===== config.mk =====
export PLATFORM = sky130hd
export DESIGN_NAME = sb_subsystem
export DESIGN_NICKNAME = d
export VERILOG_FILES = /design/src/sb_pkg.sv /design/src/sb_interconnect.sv /design/src/sb_scratch_ram.sv /design/src/sb_fifo_slave.sv /design/src/sb_subsystem.sv
export VERILOG_INCLUDE_DIRS = /design/src
export SDC_FILE = /design/constraint.sdc
export NUM_CORES = 2
export LEC_CHECK = 0
export BUFFER_PORTS_ARGS = -buffer_cell sky130_fd_sc_hd__buf_2
export CORE_ASPECT_RATIO = 0.6
export CORE_MARGIN = 4
export CORE_UTILIZATION = 40
export DETAILED_ROUTE_END_ITERATION = 6
export PLACE_DENSITY = 0.66
export SYNTH_ARGS = -nofsm -noshare
export SYNTH_HDL_FRONTEND = slang
export SYNTH_SLANG_ARGS = --single-unit

===== constraint.sdc =====
create_clock -name clock -period 11.9 [get_ports clock]
set_clock_uncertainty 0.15 [all_clocks]
set_input_delay 0.595 -clock clock [delete_from_list [all_inputs] [get_ports clock]]
set_output_delay 0.595 -clock clock [all_outputs]
set_load 0.005 [all_outputs]

===== src/sb_cfg.svh =====
// ==========================================================
// All addresses are word addresses
// A window holds its low bound and excludes its high bound
// FIFO depth must be a power of two
// ==========================================================

`ifndef SB_CFG_SVH
`define SB_CFG_SVH

// Scratch RAM window and size
`define SB_RAM_LOW    32'h0000_1000
`define SB_RAM_HIGH   32'h0000_1040
`define SB_RAM_WORDS  64

// FIFO window and depth
`define SB_FIFO_LOW   32'h0000_2000
`define SB_FIFO_HIGH  32'h0000_2004
`define SB_FIFO_DEPTH 16

// Word indices inside the FIFO window
// Push and pop share index 0 and differ by strobe
`define SB_FIFO_PUSH  8'h00
`define SB_FIFO_POP   8'h00
`define SB_FIFO_STAT  8'h01

`endif


===== src/sb_pkg.sv =====
// ==========================================================
// Bus word and address types shared by the subsystem
// Slaves decode only the low 8-bit word index
// ==========================================================

`default_nettype none

package sb_pkg;

        localparam int SB_DATA_WIDTH = 32;

        typedef logic [SB_DATA_WIDTH-1:0] sb_word_t;

        // Region tag above the word index
        typedef struct packed {
                logic [23:0] region;
                logic [7:0]  index;
        } sb_addr_fields_t;

        // One address word seen whole or split into fields
        typedef union packed {
                logic [31:0]     raw;
                sb_addr_fields_t field;
        } sb_addr_u;

endpackage

`default_nettype wire


===== src/sb_interconnect.sv =====
// ==========================================================
// One master, two slaves, one register stage each way
// Unmapped writes are dropped and unmapped reads return zero
// ==========================================================

`timescale 1ns/1ps
`default_nettype none
`include "sb_cfg.svh"

module sb_interconnect
        import sb_pkg::*;
(
        input  wire      clock,
        input  wire      reset,
        input  wire      sb_addr_u sb_address,
        input  wire      sb_write_strobe,
        input  wire      sb_read_strobe,
        input  wire      sb_word_t sb_write_data,
        output sb_word_t sb_read_data,
        output logic     sb_ready,
        output sb_addr_u ram_address,
        output logic     ram_write_strobe,
        output logic     ram_read_strobe,
        output sb_word_t ram_write_data,
        input  wire      sb_word_t ram_read_data,
        input  wire      ram_ready,
        output sb_addr_u fifo_address,
        output logic     fifo_write_strobe,
        output logic     fifo_read_strobe,
        output sb_word_t fifo_write_data,
        input  wire      sb_word_t fifo_read_data,
        input  wire      fifo_ready
);

        logic ram_hit;
        logic fifo_hit;

        // Window match on the whole address
        assign ram_hit  = (sb_address.raw >= `SB_RAM_LOW) && (sb_address.raw < `SB_RAM_HIGH);
        assign fifo_hit = (sb_address.raw >= `SB_FIFO_LOW) && (sb_address.raw < `SB_FIFO_HIGH);

        // Only the selected slave sees a strobe
        always_ff @(posedge clock) begin
                if (reset) begin
                        ram_write_strobe  <= 1'b0;
                        ram_read_strobe   <= 1'b0;
                        fifo_write_strobe <= 1'b0;
                        fifo_read_strobe  <= 1'b0;
                end else begin
                        ram_write_strobe  <= ram_hit & sb_write_strobe;
                        ram_read_strobe   <= ram_hit & sb_read_strobe;
                        fifo_write_strobe <= fifo_hit & sb_write_strobe;
                        fifo_read_strobe  <= fifo_hit & sb_read_strobe;
                end
        end

        // Address and write data
        always_ff @(posedge clock) begin
                ram_address     <= ram_hit ? sb_address : '0;
                ram_write_data  <= ram_hit ? sb_write_data : '0;
                fifo_address    <= fifo_hit ? sb_address : '0;
                fifo_write_data <= fifo_hit ? sb_write_data : '0;
        end

        // Idle slaves return zero so the responses merge by OR
        always_ff @(posedge clock) begin
                if (reset) begin
                        sb_read_data <= '0;
                        sb_ready     <= 1'b0;
                end else begin
                        sb_read_data <= ram_read_data | fifo_read_data;
                        sb_ready     <= ram_ready & fifo_ready;
                end
        end

endmodule

`default_nettype wire


===== src/sb_scratch_ram.sv =====
// ==========================================================
// Contents are undefined until written
// Read data is zero in cycles without a read
// ==========================================================

`timescale 1ns/1ps
`default_nettype none
`include "sb_cfg.svh"

module sb_scratch_ram
        import sb_pkg::*;
(
        input  wire      clock,
        input  wire      reset,
        input  wire      sb_addr_u address,
        input  wire      write_strobe,
        input  wire      read_strobe,
        input  wire      sb_word_t write_data,
        output sb_word_t read_data,
        output logic     ready
);

        localparam int INDEX_WIDTH = $clog2(`SB_RAM_WORDS);

        sb_word_t               mem [0:`SB_RAM_WORDS-1];
        logic [INDEX_WIDTH-1:0] index;

        // Upper index bits are zero inside the window
        assign index = address.field.index[INDEX_WIDTH-1:0];

        always_ff @(posedge clock) begin
                if (write_strobe) begin
                        mem[index] <= write_data;
                end
        end

        always_ff @(posedge clock) begin
                if (reset) begin
                        read_data <= '0;
                        ready     <= 1'b0;
                end else begin
                        read_data <= read_strobe ? mem[index] : '0;
                        ready     <= 1'b1;
                end
        end

endmodule

`default_nettype wire


===== src/sb_fifo_slave.sv =====
// ==========================================================
// Push into a full FIFO is dropped and sets a sticky overflow
// Pop from an empty FIFO returns zero and changes nothing
// ==========================================================

`timescale 1ns/1ps
`default_nettype none
`include "sb_cfg.svh"

module sb_fifo_slave
        import sb_pkg::*;
(
        input  wire      clock,
        input  wire      reset,
        input  wire      sb_addr_u address,
        input  wire      write_strobe,
        input  wire      read_strobe,
        input  wire      sb_word_t write_data,
        output sb_word_t read_data,
        output logic     ready
);

        localparam int PTR_WIDTH   = $clog2(`SB_FIFO_DEPTH);
        localparam int COUNT_WIDTH = PTR_WIDTH + 1;

        sb_word_t               buffer [0:`SB_FIFO_DEPTH-1];
        logic [PTR_WIDTH-1:0]   wr_ptr;
        logic [PTR_WIDTH-1:0]   rd_ptr;
        logic [COUNT_WIDTH-1:0] count;
        logic                   overflow;
        logic                   full;
        logic                   empty;
        logic                   push_req;
        logic                   pop_req;
        logic                   stat_req;
        logic                   push_ok;
        logic                   pop_ok;
        sb_word_t               status_word;

        assign push_req = write_strobe && (address.field.index == `SB_FIFO_PUSH);
        assign pop_req  = read_strobe && (address.field.index == `SB_FIFO_POP);
        assign stat_req = read_strobe && (address.field.index == `SB_FIFO_STAT);

        assign full    = (count == COUNT_WIDTH'(`SB_FIFO_DEPTH));
        assign empty   = (count == '0);
        assign push_ok = push_req && !full;
        assign pop_ok  = pop_req && !empty;

        // Overflow in bit 31, fill count in the low bits
        always_comb begin
                status_word = '0;
                status_word[SB_DATA_WIDTH-1] = overflow;
                status_word[COUNT_WIDTH-1:0] = count;
        end

        always_ff @(posedge clock) begin
                if (push_ok) begin
                        buffer[wr_ptr] <= write_data;
                end
        end

        always_ff @(posedge clock) begin
                if (reset) begin
                        wr_ptr    <= '0;
                        rd_ptr    <= '0;
                        count     <= '0;
                        overflow  <= 1'b0;
                        read_data <= '0;
                        ready     <= 1'b0;
                end else begin
                        ready <= 1'b1;
                        if (push_ok) begin
                                wr_ptr <= wr_ptr + 1'b1;
                        end
                        if (pop_ok) begin
                                rd_ptr <= rd_ptr + 1'b1;
                        end
                        if (push_ok && !pop_ok) begin
                                count <= count + 1'b1;
                        end else if (pop_ok && !push_ok) begin
                                count <= count - 1'b1;
                        end
                        // Sticky until reset
                        if (push_req && full) begin
                                overflow <= 1'b1;
                        end
                        if (pop_ok) begin
                                read_data <= buffer[rd_ptr];
                        end else if (stat_req) begin
                                read_data <= status_word;
                        end else begin
                                read_data <= '0;
                        end
                end
        end

endmodule

`default_nettype wire


===== src/sb_subsystem.sv =====
// ==========================================================
// Read data is valid three edges after the read strobe
// sb_ready rises two cycles after reset and stays high
// ==========================================================

`timescale 1ns/1ps
`default_nettype none

module sb_subsystem
        import sb_pkg::*;
(
        input  wire      clock,
        input  wire      reset,
        input  wire      sb_addr_u sb_address,
        input  wire      sb_write_strobe,
        input  wire      sb_read_strobe,
        input  wire      sb_word_t sb_write_data,
        output sb_word_t sb_read_data,
        output logic     sb_ready
);

        // Scratch RAM port
        sb_addr_u ram_address;
        logic     ram_write_strobe;
        logic     ram_read_strobe;
        sb_word_t ram_write_data;
        sb_word_t ram_read_data;
        logic     ram_ready;

        // FIFO port
        sb_addr_u fifo_address;
        logic     fifo_write_strobe;
        logic     fifo_read_strobe;
        sb_word_t fifo_write_data;
        sb_word_t fifo_read_data;
        logic     fifo_ready;

        sb_interconnect interconnect0 (
                .clock             (clock),
                .reset             (reset),
                .sb_address        (sb_address),
                .sb_write_strobe   (sb_write_strobe),
                .sb_read_strobe    (sb_read_strobe),
                .sb_write_data     (sb_write_data),
                .sb_read_data      (sb_read_data),
                .sb_ready          (sb_ready),
                .ram_address       (ram_address),
                .ram_write_strobe  (ram_write_strobe),
                .ram_read_strobe   (ram_read_strobe),
                .ram_write_data    (ram_write_data),
                .ram_read_data     (ram_read_data),
                .ram_ready         (ram_ready),
                .fifo_address      (fifo_address),
                .fifo_write_strobe (fifo_write_strobe),
                .fifo_read_strobe  (fifo_read_strobe),
                .fifo_write_data   (fifo_write_data),
                .fifo_read_data    (fifo_read_data),
                .fifo_ready        (fifo_ready)
        );

        sb_scratch_ram ram0 (
                .clock        (clock),
                .reset        (reset),
                .address      (ram_address),
                .write_strobe (ram_write_strobe),
                .read_strobe  (ram_read_strobe),
                .write_data   (ram_write_data),
                .read_data    (ram_read_data),
                .ready        (ram_ready)
        );

        sb_fifo_slave fifo0 (
                .clock        (clock),
                .reset        (reset),
                .address      (fifo_address),
                .write_strobe (fifo_write_strobe),
                .read_strobe  (fifo_read_strobe),
                .write_data   (fifo_write_data),
                .read_data    (fifo_read_data),
                .ready        (fifo_ready)
        );

endmodule

`default_nettype wire


Word-level counts from Yosys, hierarchy flattened
Memory sizes are Yosys's and may differ from the RTL's. A register that Yosys moved wholly into a read port is not among the register bits.
Index checks and enable logic that the tools add are counted.
{"block": "totals", "ff_bits": 162, "ramBits": 2560, "inputBits": 68, "out_inout_bits": 33, "word_cells": 63, "memories": 2}
{"block": "classes", "add_sub_neg": 4, "order_cmp": 4, "n_eq_ne": 2, "mux": 11, "bitwise_logic": 6, "n_reduce_logical": 18}
{"memory": "ram0.mem", "depth": 64, "word_bits": 32, "read_ports": 1, "rd_clocked_by_memory_dff": 1, "write_ports": 1, "line_no": "sb_scratch_ram.sv:25", "source": "sb_word_t mem [0:`SB_RAM_WORDS-1];"}
{"memory": "fifo0.buffer", "depth": 16, "word_bits": 32, "read_ports": 1, "rd_clocked_by_memory_dff": 1, "write_ports": 1, "line_no": "sb_fifo_slave.sv:26", "source": "sb_word_t buffer [0:`SB_FIFO_DEPTH-1];"}
{"op": "32-bit two-way mux", "count": 2}
{"op": "32-bit by 13-bit greater-or-equal comparator with 1-bit output, second input constant", "count": 1}
{"op": "32-bit by 14-bit greater-or-equal comparator with 1-bit output, second input constant", "count": 1}
{"op": "32-bit by 13-bit less-than comparator with 1-bit output, second input constant", "count": 1}
{"op": "32-bit by 14-bit less-than comparator with 1-bit output, second input constant", "count": 1}
{"op": "32-bit bitwise OR", "count": 1}
{"op": "1-bit logical AND", "count": 10}
{"op": "5-bit two-way mux", "count": 2}
{"op": "4-bit by 1-bit adder with 4-bit output, second input constant", "count": 2}
{"op": "8-bit by 1-bit equality test with 1-bit output, second input constant", "count": 1}
{"op": "8-bit logical NOT", "count": 1}
{"op": "4-bit two-way mux", "count": 2}
{"op": "5-bit by 1-bit adder with 5-bit output, second input constant", "count": 1}
{"op": "5-bit equality test, second input constant", "count": 1}
{"op": "5-bit logical NOT", "count": 1}
{"op": "1-bit two-way mux", "count": 5}
{"op": "5-bit by 1-bit subtractor with 5-bit output, second input constant", "count": 1}
{"op": "1-bit AND", "count": 4}
{"op": "1-bit logical NOT", "count": 4}
{"op": "2-bit nonzero test", "count": 1}
{"op": "2-bit OR reduction", "count": 1}
{"op": "1-bit inverter", "count": 1}

Logic depth before layout (Yosys ltp)
{"block": "depth", "depth_word": 7, "ltp_mapped": 14, "depth_no_buf": 13}

By module
Synthesis repeated with hierarchy kept, for this count alone.
{"block": "unflattened", "hier_cells": 5855, "area_unflattened_um2": 104283.8}
{"module": "sb_scratch_ram", "instances": 1, "cells_per_inst": 4443, "area_each_um2": 78559.1, "seq_area_each_um2": 62159.6}
{"module": "sb_fifo_slave", "instances": 1, "cells_per_inst": 983, "area_each_um2": 21212.8, "seq_area_each_um2": 16395.7}
{"module": "sb_interconnect", "instances": 1, "cells_per_inst": 429, "area_each_um2": 4511.8, "seq_area_each_um2": 3303.2}

Worst setup path before layout
OpenSTA, ideal clock, no wires.
{"block": "synth_path", "kind": "reg2reg", "start": "reg interconnect0.fifo_address[5] (netlist name)", "end": "mem fifo0.buffer[3][0] (netlist name), enable pin", "setup_time_ps": 461, "arrival_ps": 3646, "required_time_ps": 11289, "setup_slack_ps": 7643, "stages_incl_launch_ff": 7, "path_buffers": 1, "period_less_slack_ps": 4257, "path_cell_list": "dfxtp_1 > or4_4 > nor4_4 > and3_1 > buf_4 > nand2_1 > nor3_1"}
{"block": "synth_between", "elab_chain_len": 5}
{"element": "from (decl)", "line_no": "sb_interconnect.sv:27", "source": "output sb_addr_u fifo_address,"}
{"element": "from (signal assigned)", "line_no": "sb_interconnect.sv:61", "source": "fifo_address <= fifo_hit ? sb_address : '0;"}
{"element": "8-bit logical NOT (no source line)"}
{"element": "1-bit logical AND", "line_no": "sb_fifo_slave.sv:40", "source": "assign push_req = write_strobe && (address.field.index == `SB_FIFO_PUSH);"}
{"element": "1-bit logical AND", "line_no": "sb_fifo_slave.sv:46", "source": "assign push_ok = push_req && !full;"}
{"element": "via fifo0.push_ok", "line_no": "sb_fifo_slave.sv:36", "source": "logic push_ok;"}
{"element": "1-bit two-way mux", "line_no": "sb_fifo_slave.sv:57", "source": "if (push_ok) begin"}
{"element": "1-bit two-way mux (not written as such)", "line_no": "sb_fifo_slave.sv:58", "source": "buffer[wr_ptr] <= write_data;"}
{"element": "to (decl)", "line_no": "sb_fifo_slave.sv:26"}
The timed path passes the listed nets, and every way through them passes these cells.

Worst setup path after layout
{"block": "layout_path", "start": "reg interconnect0.ram_address[1] (netlist name)", "end": "mem ram0.mem[47][28] (netlist name), enable pin"}
{"element": "from (decl)", "line_no": "sb_interconnect.sv:21", "source": "output sb_addr_u ram_address,"}
{"element": "from (signal assigned)", "line_no": "sb_interconnect.sv:59", "source": "ram_address <= ram_hit ? sb_address : '0;"}
{"element": "to (decl)", "line_no": "sb_scratch_ram.sv:25"}
Straight into the memory's write port.

==> summary.txt <==
Power
  – Worst IR Drop VDD: 129 uV
  – Internal power: 14.4 mW
  – Switching Fraction: 19.3%
  – Net switching power: 3.44 mW
  – Clock power share: between 40% and 50%
  – Share of power burned in registers: 58.3%
  – Pwr Total: about 18 mW
  – Leakage power: 29.6 nW
  – Power per cell area: 153 nW/um^2
  – Comb power frac: 0.2%

Final layout
  – Commonest non-fill, non-tap cell in the layout: edfxtp_1
  – Multi-input logic area: roughly 22000 sq um
  – Share of layout cells above drive strength 1: 17.2%
  – Final non-filler cell total: 9376
  – Most frequent cells in the layout: edfxtp_1, mux2i_1, clkbuf_16, a22oi_1, mux4_2
  – Net count, final: 5835
  – Area grow syn2layout: 12.0%
  – Fillers: 21600
  – FF+latch area: between 80000 and 90000 sq um

Setup path
  – Critical path type: reg -> reg
  – Crit path launch type: flip-flop
  – Crit-path cells: buf_4 > and2_4 > buf_4 > buf_4 > nand2_1 > nor2_4 > buf_4
  – R2r endpoint: ram0.mem[47][28]$_DFFE_PP_
  – R2R setup slack: between 7 and 8 ns
  – Reg-to-reg critical path startpoint: interconnect0.ram_address[1]$_SDFF_PP0_
  – Crit path to: ram0.mem[47][28]$_DFFE_PP_
  – Most frequent CP cell: buf_4
  – CP max FO: 42
  – WP data required: 12.25 ns
  – Critical path startpoint: interconnect0.ram_address[1]$_SDFF_PP0_
  – Nature of the critical path endpoint: flip-flop
  – Slowest stage delay, CP: 0.78 ns
  – Critical path's slowest cell: dfxtp_4
  – Data arrival, critical path: 5.22 ns
  – FF-to-FF path depth: 7

Clock network
  – Max Root-Sink Buffers: 4
  – Clk_lat worst skew: 0.90 ns
  – Number of H-tree levels: 4
  – Post_cts resized: 0
  – Post-CTS Setup Repair Bufs: 0
  – Sink Count: between 2000 and 3000
  – Clk slew on worst S/H paths: 0.07 ns
  – Clk root buf: clkbuf_16
  – CTS tree: yes
  – Num CTS Buffers: approximately 230

Floorplan
  – Initial core utilization: 40.4%
  – Die area: around 270000 sq um
  – Placeable Area: 258000 sq um
  – Die width: about 670 um
  – # rows: about 140
  – Die H: 403 um
  – # IOs: 101

GRT
  – Vias in the first global route: between 50000 and 60000
  – Largest net degree at the start of global routing: 117
  – First-pass GRT wire length: 390000 um
  – Grt ovf: 0
  – GR Util All Layers: 19.8%
  – Initial antenna violation count: 10

STA
  – Fmax: 205 MHz
  – Final Hold Viols: 0
  – Slew @ Worst Pin: 1.45 ns
  – Final worst path period share: 40.9%
  – Rel. slew slack: around 3.2%
  – Unrepaired setup endpoints after global routing: no
  – Min cycle time layout: 4.87 ns
  – Setup-failing EPs final: 0
  – Total Neg Setup Slack: 0 ns
  – Pins over their slew limit: 0

Logic synthesis
  – Main synth FF type: edfxtp_1
  – Largest family of logic cells by synthesized area: multiplexers
  – Synth Cell Area: 104000 sq um
  – XOR/XNOR Fraction of Synth Area: 0.0841%
  – Simple-gate share of the synthesized area: under 10%
  – Post-synth EDFFs: 2560
  – Post-synthesis mux area share: 10.9%
  – Post-Synth Adder-Cell Area: less than 1%
  – Async set or reset register ratio after synthesis: 0%
  – Syn_area_per_cell: approximately 19 sq um
  – Synth Area in Compound Gates: roughly 6.4%
  – Mapped Cells: 5561
  – Yosys reg bits: about 2800
  – Unique masters post-synth: 75
  – Ys Warns: 0
  – Register area share after synthesis: between 70% and 80%

Detailed routing
  – Drt first pass iters: 6
  – Wire per inst: 29.2 um
  – DRT Wirelength: 274000 um
  – Post-DRT Antenna Nets: 0
  – Vias per cell: 5.91
  – DR iter-0 viols: 8097
  – Drt drc: 0
  – Routed via count: 55400

Run status
  – Status: finished clean

Place
  – HPWL Detailed: 156000 um
  – Placer congestion estimate: 0.814
  – # port buffers: 100
  – Placed Cells: 8912

Min path
  – Hold WC Path Type: in -> reg

Run
  – MaxCap Viol Count: 0
[worst min path at each step]
stage,startpoint,endpoint,depth (start not counted)
global route,reset,interconnect0.sb_read_data[5]$_SDFF_PP0_,3
CTS,reset,interconnect0.sb_read_data[5]$_SDFF_PP0_,3
floorplan,ram0.read_data[0]$_SDFF_PP0_,interconnect0.sb_read_data[0]$_SDFF_PP0_,2
global placement,fifo0.ready$_DFF_P_,interconnect0.sb_ready$_SDFF_PP0_,1
detailed placement,fifo0.ready$_DFF_P_,interconnect0.sb_ready$_SDFF_PP0_,1
finish,reset,interconnect0.sb_read_data[5]$_SDFF_PP0_,3
[power groups by stage]
stage               clock network (mW)  registers [mW]  logic [mW]
floorplan                            0            10.6     0.00401
global placement                     0            10.6      0.0258
detailed placement                   0            10.6      0.0265
CTS                               7.50            10.4      0.0371
global route                      7.93            10.4      0.0383
finish                            7.42            10.4      0.0356
[what timing repair did]
item,in CTS,in global routing
setup endpoints to repair,0,0
endpoints found under the hold margin,76,0
hold buffers,40,0
[cell type report]
class                           instances  share of cell area [%]
Tap cell                             3431                    3.68
Multi-Input combinational cell       2451                    18.9
Timing Repair Buffer                  305                    1.90
Inverter                                8                  0.0257
Clock inverter                        101                   0.731
Antenna cell                            5                  0.0107
Sequential cell                      2758                    69.3
Clock buffer                          317                    5.48
[cells by family after synthesis]
| group | count (synthesis) |
|---|---|
| AO/OA/AOI/OAI | 931 |
| multiplexers | 887 |
| buffers and inverters | 357 |
| AND/OR/NAND/NOR | 606 |
| adder cells (fa/ha/maj) | 11 |
| flip-flops | 2758 |
| XOR/XNOR | 10 |
| other | 1 |
[metal layers]
layer	part of all wire (%)	up-vias	GRT usage (%)
met3	13	306	5.52
li1	-	22900	-
met5	0.0044	-	0
met1	44	28700	31.3
met2	42	3436	27.3
met4	1.6	2	3.54
[worst max-delay path, delay by kind of cell, from the launching register on]
kind | cells | cell delay, ns
AND/OR/NAND/NOR | 3 | 1.17
flip-flops | 1 | 0.78
buffers and inverters | 4 | 2.23
[sequential cells by signal (all words and copies together) (netlist names), 4 cells and up, named ones only]
register                       cells
ram0.mem                        2048
interconnect0.sb_read_data        32
fifo0.rd_ptr                       4
fifo0.buffer                     512
fifo0.wr_ptr                       4
fifo0.read_data                   32
ram0.read_data                    32
interconnect0.fifo_write_data     32
interconnect0.ram_write_data      32
interconnect0.fifo_address         8
fifo0.count                        5
interconnect0.ram_address          6
[synthesized netlist by cell type, types with 91 or more instances]
cell	instances	area (sq um)
clkbuf_1	97	364
nand2_1	94	353
o22ai_1	97	607
dfxtp_1	198	3960
edfxtp_1	2560	76900
o21ai_0	103	515
a22oi_1	227	1700
a21oi_1	151	756
mux2i_1	606	6070
a221oi_1	98	858
buf_2	119	596
nor2_1	208	781
mux4_2	188	4230
nand3_1	91	455
[metrics by stage]
| stage | hold WS, ns | util (%) | setup WS (ns) | cell area, sq um |
|---|---|---|---|---|
| after global placement | 0.277 | 42.3 | 7.18 | 109000 |
| after CTS | 0.156 | 45.2 | 7.03 | 117000 |
| after detailed placement | 0.279 | 42.3 | 7.09 | 109000 |
| after global routing | 0.193 | 45.2 | 6.86 | 117000 |
| final | 0.206 | 45.2 | 7.03 | 117000 |
| after floorplan | 0.261 | - | 7.64 | 104000 |
Note: power is estimated with default switching activity, not from simulation.
